<file path="src/verilog/stepper_pkg.sv">
/*
 * stepper controller package
 * memory map, register offsets, SPI frame constants,
 * motion FSM state codes and the motion command word
 */
`default_nettype none

package stepper_pkg;

  // scratch RAM window
  localparam logic [31:0] RAM_BASE  = 32'h0000_1000;
  localparam int          RAM_WORDS = 1024;

  // register window
  localparam logic [31:0] IO_BASE = 32'h1000_0000;
  localparam logic [31:0] IO_SPAN = 32'h0000_0020;

  // register byte offsets inside the io window
  localparam logic [4:0] REG_CTRL        = 5'h00;
  localparam logic [4:0] REG_PERIOD      = 5'h04;
  localparam logic [4:0] REG_STATUS      = 5'h08;
  localparam logic [4:0] REG_SPI_ADDR    = 5'h0C;
  localparam logic [4:0] REG_SPI_DATA    = 5'h10;
  localparam logic [4:0] REG_SPI_RX_ADDR = 5'h14;
  localparam logic [4:0] REG_SPI_RX_DATA = 5'h18;
  localparam logic [4:0] REG_LED         = 5'h1C;

  // driver datagram, 8 bit address over 32 data bits
  localparam int SPI_FRAME_BITS = 40;
  // system clocks per sck half period
  localparam int SPI_CLK_DIV    = 4;

  // motion fsm state codes
  localparam logic [1:0] MS_IDLE      = 2'd0;
  localparam logic [1:0] MS_STEP_HIGH = 2'd1;
  localparam logic [1:0] MS_STEP_LOW  = 2'd2;

  typedef logic [SPI_FRAME_BITS-1:0] spi_frame_t;

  // motion command fields, msb first
  typedef struct packed {
    logic [15:0] steps;
    logic [12:0] reserved;
    logic        driver_en;
    logic        dir;
    logic        start;
  } cmd_fields_t;

  // bus side sees raw, motion side sees fields
  typedef union packed {
    logic [31:0] raw;
    cmd_fields_t f;
  } cmd_word_u;

endpackage

`default_nettype wire

</file>
<file path="src/verilog/io_regs.sv">
/*
 * memory-mapped register block
 * LED, motion command and period, status, SPI transmit and receive;
 * raises start pulses for the motion FSM and the SPI master
 */
`timescale 1ns/1ps
`default_nettype none

module io_regs import stepper_pkg::*; (
  input  wire               clk_25mhz,
  input  wire               rst_n,
  input  wire               io_sel,
  input  wire        [31:0] mem_addr,
  input  wire        [31:0] mem_wdata,
  input  wire        [3:0]  mem_wstrb,
  input  wire               busy,
  input  wire               done,
  input  wire signed [15:0] position,
  input  wire               spi_busy,
  input  wire spi_frame_t   rx_frame,
  output logic       [31:0] io_rdata,
  output cmd_word_u         cmd,
  output logic              cmd_start,
  output logic       [15:0] half_period,
  output logic              spi_start,
  output spi_frame_t        tx_frame,
  output logic       [7:0]  led
);

  logic      [4:0] offset;
  logic            wr;
  logic      [7:0] spi_addr;
  cmd_word_u       wcmd;

  assign offset   = mem_addr[4:0];
  assign wr       = io_sel && (mem_wstrb != 4'b0000);
  // incoming word seen as a command
  assign wcmd.raw = mem_wdata;

  always_ff @(posedge clk_25mhz) begin
    if (!rst_n) begin
      cmd.raw     <= 32'd0;
      half_period <= 16'd0;
      spi_addr    <= 8'd0;
      led         <= 8'd0;
      tx_frame    <= '0;
      cmd_start   <= 1'b0;
      spi_start   <= 1'b0;
    end else begin
      // pulses by default
      cmd_start <= 1'b0;
      spi_start <= 1'b0;
      if (wr) begin
        case (offset)
          REG_CTRL: begin
            cmd.raw   <= mem_wdata;
            cmd_start <= wcmd.f.start;
          end
          REG_PERIOD:   half_period <= mem_wdata[15:0];
          REG_SPI_ADDR: spi_addr    <= mem_wdata[7:0];
          REG_SPI_DATA: begin
            // address byte on top of the data word
            tx_frame  <= {spi_addr, mem_wdata};
            spi_start <= 1'b1;
          end
          REG_LED:      led         <= mem_wdata[7:0];
          default: ;
        endcase
      end
    end
  end

  // readback, registered with the access
  always_ff @(posedge clk_25mhz) begin
    if (io_sel) begin
      case (offset)
        REG_CTRL:        io_rdata <= cmd.raw;
        REG_PERIOD:      io_rdata <= {16'd0, half_period};
        REG_STATUS:      io_rdata <= {position, 13'd0, spi_busy, done, busy};
        REG_SPI_ADDR:    io_rdata <= {24'd0, spi_addr};
        REG_SPI_DATA:    io_rdata <= tx_frame[31:0];
        REG_SPI_RX_ADDR: io_rdata <= {24'd0, rx_frame[39:32]};
        REG_SPI_RX_DATA: io_rdata <= rx_frame[31:0];
        REG_LED:         io_rdata <= {24'd0, led};
        default:         io_rdata <= 32'd0;
      endcase
    end
  end

endmodule

`default_nettype wire

</file>
<file path="config.mk">
export PLATFORM = sky130hd
export DESIGN_NAME = io_regs
export DESIGN_NICKNAME = d
export VERILOG_FILES = /design/src/verilog/stepper_pkg.sv /design/src/verilog/io_regs.sv
export SDC_FILE = /design/constraint.sdc
export NUM_CORES = 1
export LEC_CHECK = 0
export BUFFER_PORTS_ARGS = -buffer_cell sky130_fd_sc_hd__buf_2
export CORE_MARGIN = 1.5
export CORE_UTILIZATION = 50
export CTS_CLUSTER_DIAMETER = 100
export CTS_CLUSTER_SIZE = 8
export DETAILED_ROUTE_END_ITERATION = 10
export PLACE_DENSITY = 0.85
export SLEW_MARGIN = 10
export SYNTH_ARGS = -nofsm -noshare
export SYNTH_HDL_FRONTEND = slang
export SYNTH_SLANG_ARGS = --single-unit
</file>
<file path="constraint.sdc">
create_clock -name clk_25mhz -period 3.75 [get_ports clk_25mhz]
set_input_delay 0.75 -clock clk_25mhz [delete_from_list [all_inputs] [get_ports clk_25mhz]]
set_output_delay 0.75 -clock clk_25mhz [all_outputs]
set_load 0.05 [all_outputs]
</file>
Word level (Yosys, flattened, before mapping)
Index checks and enable logic that the tools add are counted.

word-level totals
  RAM bits = 0
  register bits = 138
  bits in latches = 0
  memories kept = 0
  input port bits = 130
  output and inout bits = 130
  word-level logic and storage cells = 27
  memory bits (read-only) = 0

operators by class
  equality and inequality tests = 7
  divide/modulo/power cells = 0
  bitwise operators = 0
  muxes and demuxes = 2
  shift operators = 0
  $lt $le $gt $ge = 0
  add/subtract/negate cells = 0
  reduce and logical (&&, ||, !) cells = 10
  multiply operators = 0

operators with widths
  operator                                                                number
  32-bit case mux with 8 select lines                                     1
  5-bit equality test (second input constant)                             4
  2-bit AND reduction                                                     6
  5-bit by 4-bit equality test with 1-bit output (second input constant)  2
  5-bit by 3-bit equality test with 1-bit output (second input constant)  1
  5-bit logical NOT                                                       1
  4-bit nonzero test                                                      1
  3-bit AND reduction                                                     1
  1-bit logical AND                                                       1
  1-bit 2-to-1 mux                                                        1

Depth between registers and ports, before layout
Gate-level depths: netlist (run 1).

  depth in word-level cells = 3
  mapped depth = 8
  depth with buffers taken out = 4

Worst setup path after synthesis (run 1)
OpenSTA, ideal clock, no wires.

  path kind = input to register
  from = in mem_addr[3]
  to = reg io_rdata[10], data pin
  required time = 3488 ps
  path buffers = 4
  library setup time = 262 ps
  setup slack = 1626 ps
  cell stages on the path = 8
  data arrival time = 1862 ps
  cells stage by stage = buf_2 -> nor2_1 -> and2_1 -> buf_2 -> buf_6 -> buf_6 -> a222oi_1 -> nand2_1

between the ends
  word-level cells in the longest chain between the ends = 2
  elaborated cells on any way between the ends = 9
  classes of those cells = eq/ne (7); mux (1); reduce/logical (1)

ends and longest elaborated chain
  element                                            line           text
  start: declaration                                 io_regs.sv:13  input wire [31:0] mem_addr,
  5-bit equality test, or another cell as far along  io_regs.sv:76  case (offset)
  32-bit case mux with 8 select lines (*)            io_regs.sv:76
  end signal: assignment                             io_regs.sv:77  REG_CTRL: io_rdata <= cmd.raw;
  end signal: assignment                             io_regs.sv:78  REG_PERIOD: io_rdata <= {16'd0, half_period};
  end signal: assignment                             io_regs.sv:79  REG_STATUS: io_rdata <= {position, 13'd0, spi_busy, done, busy};
  end: declaration                                   io_regs.sv:21  output logic [31:0] io_rdata,

Every way passes the cells marked *; elsewhere a longest branch is shown, timed or not.
A chain may end at the register's enable or synchronous reset.

Worst setup path after layout (run 1)
  from = in mem_addr[2]
  to = reg io_rdata[27], data pin

The elaborated chain is that of the path after synthesis.

==> metrics.txt, run 1 <==
detailed-route via count ~5700; Static Leak 3.54 nW; endpoints failing setup 0; WP data arrival between 2 and 3 ns; Antenna Nets Post-Route 0; GPL Wtd Cong ~0.9; clock-pin slew on the worst setup and hold paths ~0.06 ns; CTS Root Cell clkbuf_8; f_max between 0.3 and 0.4 GHz; largest net degree at the start of global routing 68; syn avg cell area around 9.5 um^2; CP max FO 20; power per standard cell area about 500 nW/um^2; Setup WS post-layout roughly 1.2 ns; CTS H-tree depth 4; drt total wl ~18000 um; synthesized area around 5600 um^2; Final Hold Viols 0; Slew @ Worst Pin between 0.9 and 1 ns; Syn Nets slightly above 700; drt via density between 5 and 6; commonest cells after routing, fill and taps aside buf_2 (231), nand3_1 (148), dfxtp_1 (106); Area Growth Syn to Fin 32.5%; drt drc 0; Synth Register Bits ~140; Setup CP Type in2reg; VDD IR max 0.298 mV; Slew Viols, Final 0; vias in the first global route between 5000 and 6000; Die Height ~110 um; initial antenna violation count 0; Req. time, crit path a little over 4 ns; clock sink count 138; GRT Total Usage between 20 and 30%; Setup crit end kind flip-flop; Post-Route Skew roughly 0.006 ns; Rows 38; CP startpoint kind input pin; clock buffer depth 2; Final Util just under 70%; fraction of layout instances using a drive strength above 1 a little over a third; type of the most critical hold path reg2reg; die width about 110 um; DP HPWL between 10000 and 15000 um; # Max-Cap Violations 0; count of flip-flops with a built-in enable after synthesis 32; clk_lat worst skew roughly 0.52 ns; status finished, final reports clean; I/O Buffers around 230; Starting Density between 50 and 60%; CTS resizes 0; period utilization about two thirds; first-pass GRT wire length 26800 um; Final min period 2.52 ns; Place WS roughly 0.73 ns; hold buffers post-CTS 0; Ports between 200 and 300; core area ~11000 um^2; CTS tree built; hold_ws approximately 0.44 ns; Synth Flop Type dfxtp_1; post-synthesis sequential area ratio between 50% and 60%; # Post-CTS Setup Buffers 0; area of the die about 12000 um^2; DRT iter0 DRCs between 500 and 600; Post-Syn Instances roughly 600; PnR Total Power between 0.003 and 0.004 W; number of nets in the layout 925; Ys Warns 0; total grt overflow 0; post-synth cell types 37; Num CTS Buffers 17; RSZ-0062 raised after global routing no; Total Neg Setup Slack 0 ns; Worst slew margin between 30% and 40%; most common cell after layout, fill and taps aside buf_2; routed len/inst 18.7 um; post-synthesis async set-or-reset flop share 0%; ant diodes 0; R2R setup slack 2.50 ns; detailed-router iteration count before antenna repair 6
[logic make-up after synthesis]
| kind of cell | after synthesis | synth area share [%] |
|---|---|---|
| AOI/OAI and AO/OA | 121 | 15.0 |
| buffers and inverters | 57 | 4.75 |
| DFF | 138 | 55.0 |
| muxes | 16 | 3.30 |
| and+or+nand+nor | 257 | 22.0 |
[metrics by stage]
step,area (um^2),cells
2_1_floorplan,5610,589
3_3_place_gp,6780,916
3_5_place_dp,6780,916
4_1_cts,7430,948
5_1_grt,7430,948
6_report,7430,948
[power by group]
group	total [W]	internal (W)	switching (W)
clock network	0.00182	0.00120	0.000624
logic	0.000263	0.0000776	0.000185
registers	0.00155	0.00154	0.00000908
[path summary, 6_finish.rpt]
check / start / cells past startpoint / to
setup / recovery: mem_addr[2] / 6 / io_rdata[27]
hold / removal: tx_frame[37] / 2 / tx_frame[37]
hold reg to reg: tx_frame[37] / 2 / tx_frame[37]
setup reg to reg: spi_addr[6] / 3 / io_rdata[6]
[routing by layer]
metal | part of all wire, % | up-vias | track usage [%]
met4 | 4.3 | 0 | 16.3
li1 | - | 2596 | -
met5 | 0 | - | 0
met2 | 48 | 361 | 49.0
met1 | 37 | 2640 | 34.9
met3 | 10 | 75 | 8.49
[state kept, by name, summed over array words and instances, names as in the netlist]
| signal | cells |
|---|---|
| tx_frame | 40 |
| cmd | 32 |
| io_rdata | 32 |
| half_period | 16 |
| led | 8 |
| spi_addr | 8 |
| cmd_start | 1 |
| spi_start | 1 |
[final cells by class]
class                      instances  area (um^2)
fill                             857         3460
sequential                       138         3080
multi-input combinational        394         2270
timing repair buffer             244         1250
clock buffer                      21          459
clock inverter                    11          191
tap                              140          175
[worst max-delay path, stage by stage]
cell,delay [ns]
buf_2,0.25
nor3_2,0.39
and2_1,0.82
buf_4,0.35
a22o_1,0.21
a221o_1,0.13
[synth_stat cells, drive strengths merged, types with 2 or more instances]
cell type  instances  share of area [%]
a21oi              2               0.18
a221o             16                2.9
a222oi            10                1.8
a22o              19                3.0
a32oi              3               0.47
and2               3               0.33
and3               2               0.22
buf               31                3.0
clkbuf            26                1.8
dfxtp            106                 38
edfxtp            32                 17
mux2i             14                2.5
mux4               2               0.80
nand2             80                5.4
nand3            150                 13
nand3b             3               0.40
nor2               5               0.38
nor3               5               0.62
o21ai             64                5.7
o22ai              3               0.33
o32ai              2               0.31
or3                3               0.33
Power figures use the tool's default switching activity.
==> run 2, diff against run 1 <==
Settings changed: ABC_AREA set to 1, CORE_UTILIZATION 50 to 49, PLACE_DENSITY 0.85 to 0.81.
Clock period 3.75 ns to 2.32 ns, I/O delays scaled along.
==> run 2 against run 1 <==
Net effect: sequential power increased by 63%; critical path depth shrank 5; cell count grew 39%; power rose by 56%; first-iteration DRC count grew 68%; combinational power rose by 140%; critical path type is now reg2out; largest cell class unchanged; largest power group is now sequential cells; highest routed layer unchanged.
==> metrics.txt, run 2 <==
I/O Buffers 232 (unchanged); Final min period 1.60 ns; Final Cell Area 8320 um^2 (+12%); # Max-Cap Violations 0 (unchanged); Worst slew margin 65.7% (+29 points); clk_lat worst skew 0.41 ns (-0.11 ns); fraction of layout instances using a drive strength above 1 26.0% (-9.0 points); synthesized area 6410 um^2 (+14%); most common cell after layout, fill and taps aside nand2_1; Area Growth Syn to Fin 29.7%; GPL Wtd Cong 0.970 (+7.2%); Rows 41 (+7.9%); ant diodes 0 (unchanged); Synth Flop Type dfxtp_1; status finished, final reports clean; vias in the first global route 5866 (+8.9%); Total Neg Setup Slack 0 ns (unchanged); synth top area cells dfxtp_1 (33%), nand2_1 (18%), edfxtp_1 (15%), nor2_1 (14%), nand4_1 (11%); largest net degree at the start of global routing 71 (+4.4%); core area 12700 um^2 (+16%); top cells by instance count after synthesis nand2_1 (300), nor2_1 (231), nand4_1 (114); family with the most delay on the worst path flip-flops; Starting Density 50.6% (-0.90 points); Ports 260 (unchanged); Slew Viols, Final 0 (unchanged); initial antenna violation count 1 (+1); drt total wl 20900 um (+18%); RSZ-0062 raised after global routing no; Antenna Nets Post-Route 0 (unchanged); fillcell total 1146 (+34%); CP max FO 3 (-85%); Setup CP Type reg2out; count leader, synth nand2_1; total placed cells including tap cells 1284 (+40%); Syn Nets 1049 (+46%); syn avg cell area 6.98 um^2 (-27%); Static Leak 4.06 nW (+14%); count of flip-flops with a built-in enable after synthesis 32 (unchanged); Synth area leader dfxtp_1; commonest cells after routing, fill and taps aside nand2_1 (300), buf_2 (231), nor2_1 (229); period utilization between 60 and 70%; clock buffer depth 2 (unchanged); die width 117 um (+7.8%); Crit path buffers/inverters 1 (-1); Largest regs tx_frame x40, cmd x32, io_rdata x32; total grt overflow 0 (unchanged); power per standard cell area 682 nW/um^2 (+39%); CTS H-tree depth 4 (unchanged); Ys Warns 0 (unchanged); DP HPWL 14800 um (+23%); max FFs per register 40 (unchanged); Final Util 65.7% (-2.6 points); Setup crit end kind output port; post-synth cell types 18 (-51%); Placed Area 7760 um^2 (+15%); area of the die 13800 um^2 (+16%); first-pass GRT wire length 31800 um (+19%); number of nets in the layout 1261 (+36%); detailed-route via count 6916 (+22%); largest register by flop count tx_frame; clock sink count 138 (unchanged); WP data arrival 1.13 ns (-1.78 ns); type of the most critical hold path in2reg; Post-Layout Cell Count 1316 (+39%); endpoints failing setup 0 (unchanged); CTS tree built; drt drc 0 (unchanged); Synth Register Bits 138 (unchanged); Final Hold Viols 0 (unchanged); Crit-path slowest cell dfxtp_1; VDD IR max 0.431 mV (+45%); Post-Route Skew 0.00849 ns (+0.00243 ns); hold buffers post-CTS 0 (unchanged); CP startpoint kind flip-flop; CTS resizes 0 (unchanged); Post-Syn Instances 919 (+56%); Die Height 117 um (+7.8%); f_max between 0.6 and 0.7 GHz; hold_ws 0.332 ns (-0.111 ns); detailed-router iteration count before antenna repair 6 (unchanged); Crit path largest cell delay 0.41 ns (-0.41 ns); Slew @ Worst Pin 0.515 ns (-0.442 ns); clock-pin slew on the worst setup and hold paths 0.06 ns (about the same); CTS Root Cell clkbuf_16; DRT iter0 DRCs 913 (+68%); GRT Total Usage 29.6% (-0.13 points); # Post-CTS Setup Buffers 0 (unchanged); routed len/inst 15.8 um (-15%); crit-path cells buf_2; post-synthesis async set-or-reset flop share 0% (unchanged); Req. time, crit path 1.86 ns (-2.28 ns); drt via density 5.26 (-12%); post-synthesis sequential area ratio 48.1% (-6.9 points); Synth top area share 33.1% (-4.7 points); Num CTS Buffers 17 (unchanged)
==> run 2: changes by cell type after synthesis, moves of 11 or more <==
cell	change
nor2_1	+227
nand2_1	+220
nand3_1	-144
nand4_1	+113
o21ai_0	-63
inv_1	+48
a22o_1	-19
a221o_1	-16
mux2i_1	-14
buf_1	+11
==> run 2: cells by family (layout without fill, tap and decap cells) <==
group / after synthesis / after routing / synth area share [%]
simple gates: 662 / 662 / 44.1
flops: 138 / 138 / 48.1
buf+inv: 115 / 340 / 7.55
compound gates: 4 / 4 / 0.312
==> run 2: area by class of cell <==
class | count | area, um^2 | share of cell area, %
Timing Repair Buffer | 257 | 1410 | 17.0
Clock inverter | 5 | 30.0 | 0.361
Inverter | 51 | 191 | 2.30
Multi-Input combinational cell | 666 | 2860 | 34.4
Clock buffer | 27 | 526 | 6.32
Tap cell | 172 | 215 | 2.59
Sequential cell | 138 | 3080 | 37.1
==> run 2: layer usage <==
layer / track usage (%) / vias to the layer above / part of all wire, % / routed length (um)
met1: 41.4 / 3087 / 42 / 8790
met4: 9.49 / 0 / 2.0 / 425
met2: 45.1 / 423 / 45 / 9440
li1: - / 3372 / - / -
met3: 7.30 / 34 / 11 / 2200
met5: 0 / - / 0 / 0
==> run 2: stage by stage <==
stage	total power, W	setup slack (ns)
final	0.00567	0.722
after floorplan	0.00297	0.820
after global placement	0.00319	0.429
after global routing	0.00584	0.633
after detailed placement	0.00319	0.390
after CTS	0.00569	0.715
==> run 2: worst paths after layout <==
check,startpoint,to,slack (ns),cells past startpoint
hold reg to reg,spi_addr[6],spi_addr[6],0.48,2
setup / recovery,tx_frame[28],tx_frame[28],0.72,1
setup reg to reg,half_period[3],io_rdata[3],1.28,4
hold / removal,mem_wdata[0],cmd_start,0.33,3
==> run 2: power breakdown <==
part	switching (W)	total, W	leakage (nW)	internal (W)
logic	0.000447	0.000619	2.60	0.000173
clock network	0.000968	0.00252	0.276	0.00155
registers	0.0000254	0.00253	1.18	0.00251
total	0.00144	0.00567	4.06	0.00423
==> run 3, diff against run 2 <==
Settings changed: CORE_UTILIZATION 49 to 44, PLACE_DENSITY 0.81 to 0.77.
Clock period 2.32 ns to 1.4 ns, I/O delays scaled along.
==> run 3 against run 2 <==
Net effect: sequential share of layout area decreased by 2.0 points; core utilization decreased by 3.0 points; critical path depth unchanged; power increased by 78%; critical path type unchanged; largest cell class unchanged.
==> metrics.txt, run 3 (same netlist as run 2, synthesis figures left out) <==
Largest regs tx_frame x40, cmd x32, io_rdata x32; largest register by flop count tx_frame; Crit-path slowest cell dfxtp_1; Slew Viols, Final 0 (unchanged); CTS Root Cell clkbuf_16; most common cell after layout, fill and taps aside nand2_1; Final Util 62.7% (-3.0 points); number of nets in the layout 1286 (+2.0%); area of the die 15300 um^2 (+11%); Post-Route Skew 0.00693 ns (-0.00156 ns); GPL Wtd Cong 0.923 (-4.8%); detailed-route via count 7004 (+1.3%); combinational share of power 11.0% (about the same); CP max FO 3 (unchanged); R2R setup slack 0.33 ns (-0.95 ns); family with the most delay on the worst path flip-flops; max FFs per register 40 (unchanged); DP HPWL 15700 um (+5.8%); CP startpoint kind flip-flop; fraction of layout instances using a drive strength above 1 28.2% (+2.2 points); endpoints failing setup 0 (unchanged); crit-path cells buf_2; core area 14000 um^2 (+11%); Net Sw Power 0.00256 W (+78%); Static Leak 4.22 nW (+4.1%); clock sink count 138 (unchanged); initial antenna violation count 2 (+1); Antenna Nets Post-Route 0 (unchanged); Die Height 124 um (+5.4%); Crit path buffers/inverters 1 (unchanged); CTS tree built; Req. time, crit path 1.12 ns (-0.74 ns); RSZ-0062 raised after global routing no; power per standard cell area 1140 nW/um^2 (+68%); detailed-router iteration count before antenna repair 7 (+1); hold depth 3 (unchanged); Starting Density 45.7% (-4.9 points); CTS H-tree depth 4 (unchanged); Setup crit end kind output port; Slew @ Worst Pin 0.443 ns (-0.0716 ns); drt total wl 21400 um (+2.8%); Seq pwr share 41.7% (-3.0 points); Rows 43 (+4.9%); Place WS -0.126 ns (-0.516 ns); RR Endpoint io_rdata[7]; f_max 0.728 GHz; DRT iter0 DRCs 646 (-29%); Area Growth Syn to Fin 37.3%; Sw Ratio 25.4% (+0.028 points); clk_lat worst skew 0.42 ns (about the same); drt via density 5.18 (-1.4%); vias in the first global route 6122 (+4.4%); Worst slew margin 70.4% (+4.8 points); Ports 260 (unchanged); Crit path largest cell delay 0.38 ns (-0.03 ns); clock-pin slew on the worst setup and hold paths 0.06 ns (about the same); Pint 0.00751 W (+77%); Final min period ~1.4 ns; I/O Buffers 232 (unchanged); type of the most critical hold path in2reg; hold_ws 0.121 ns (-0.211 ns); routed len/inst 15.9 um (+0.17%); total grt overflow 0 (unchanged); # Max-Cap Violations 0 (unchanged); die width 124 um (+5.4%); Setup CP Type reg2out; VDD IR max 0.698 mV (+62%); critical path depth in cells 1 (unchanged); Worst setup endpoint cmd[3]; Worst R2R Path Depth 4 (unchanged); largest net degree at the start of global routing 39 (-45%); commonest cells after routing, fill and taps aside nand2_1 (300), nor2_1 (229), buf_2 (203); status finished, final reports clean; Final Hold Viols 0 (unchanged); hold buffers post-CTS 0 (unchanged); WP data arrival 1.09 ns (-0.04 ns); Critical Path Source cmd[3]; drt drc 0 (unchanged); clock buffer depth 2 (unchanged); GRT Total Usage 28.0% (-1.6 points); reg-to-reg critical path startpoint led[7]; first-pass GRT wire length 32300 um (+1.5%); period utilization a little over nine tenths; Num CTS Buffers 17 (unchanged); Setup WS post-layout 0.0271 ns (-0.695 ns); Clk network pwr share 47.3% (+2.9 points)
-- run 3: changes by cell type in the layout (fill, tap and decap cells not counted), sizes merged, moves of 2 or more --
cell / change
diode: +2
buf: +12
clkbuf: +5
bufinv: +4
clkinvlp: +4
-- run 3: metrics by stage --
stage	area (um^2)	setup TNS, ns	power, W	std cells
after global placement	8100	-3.55	0.00536	1317
after detailed placement	8100	-6.28	0.00537	1317
after floorplan	6410	0	0.00492	919
final	8800	0	0.0101	1351
after global routing	8800	0	0.0104	1351
after CTS	8760	0	0.0101	1349
-- run 3: repair_timing --
action / 4_1_cts / 5_1_grt
gates resized for setup: 16 / 15
buffers inserted: 0 / 0
endpoints found under the hold margin: 0 / 0
setup endpoints to repair: 15 / 15
-- run 3: worst min-delay path by stage --
stage / to / start / slack, ns
CTS: cmd_start / mem_wdata[0] / 0.10
floorplan: io_rdata[0] / io_sel / 0.39
finish: cmd_start / mem_wdata[0] / 0.12
global route: cmd_start / mem_wdata[0] / 0.12
global placement: spi_addr[6] / spi_addr[6] / 0.47
detailed placement: spi_addr[6] / spi_addr[6] / 0.48
-- run 3: layer usage --
metal | GRT usage, % | wire length (um)
met5 | 0 | 0
met4 | 10.6 | 631
met3 | 6.50 | 1760
met2 | 43.2 | 9960
met1 | 38.2 | 9090
-- run 3: layout make-up --
cell class | instances | area [um^2]
inverter | 51 | 191
tap | 180 | 225
sequential | 138 | 3090
multi-input combinational | 666 | 2860
fill | 1270 | 5240
clock inverter | 13 | 194
clock buffer | 19 | 433
antenna | 2 | 5.00
timing repair buffer | 282 | 1810
-- run 3: power by group through the flow --
| stage | combinational, W | sequential [W] | clock (W) |
|---|---|---|---|
| after CTS | 0.00110 | 0.00420 | 0.00481 |
| after global placement | 0.00108 | 0.00428 | 0 |
| after floorplan | 0.000364 | 0.00455 | 0 |
| after global routing | 0.00119 | 0.00421 | 0.00496 |
| final | 0.00111 | 0.00420 | 0.00476 |
| after detailed placement | 0.00109 | 0.00428 | 0 |
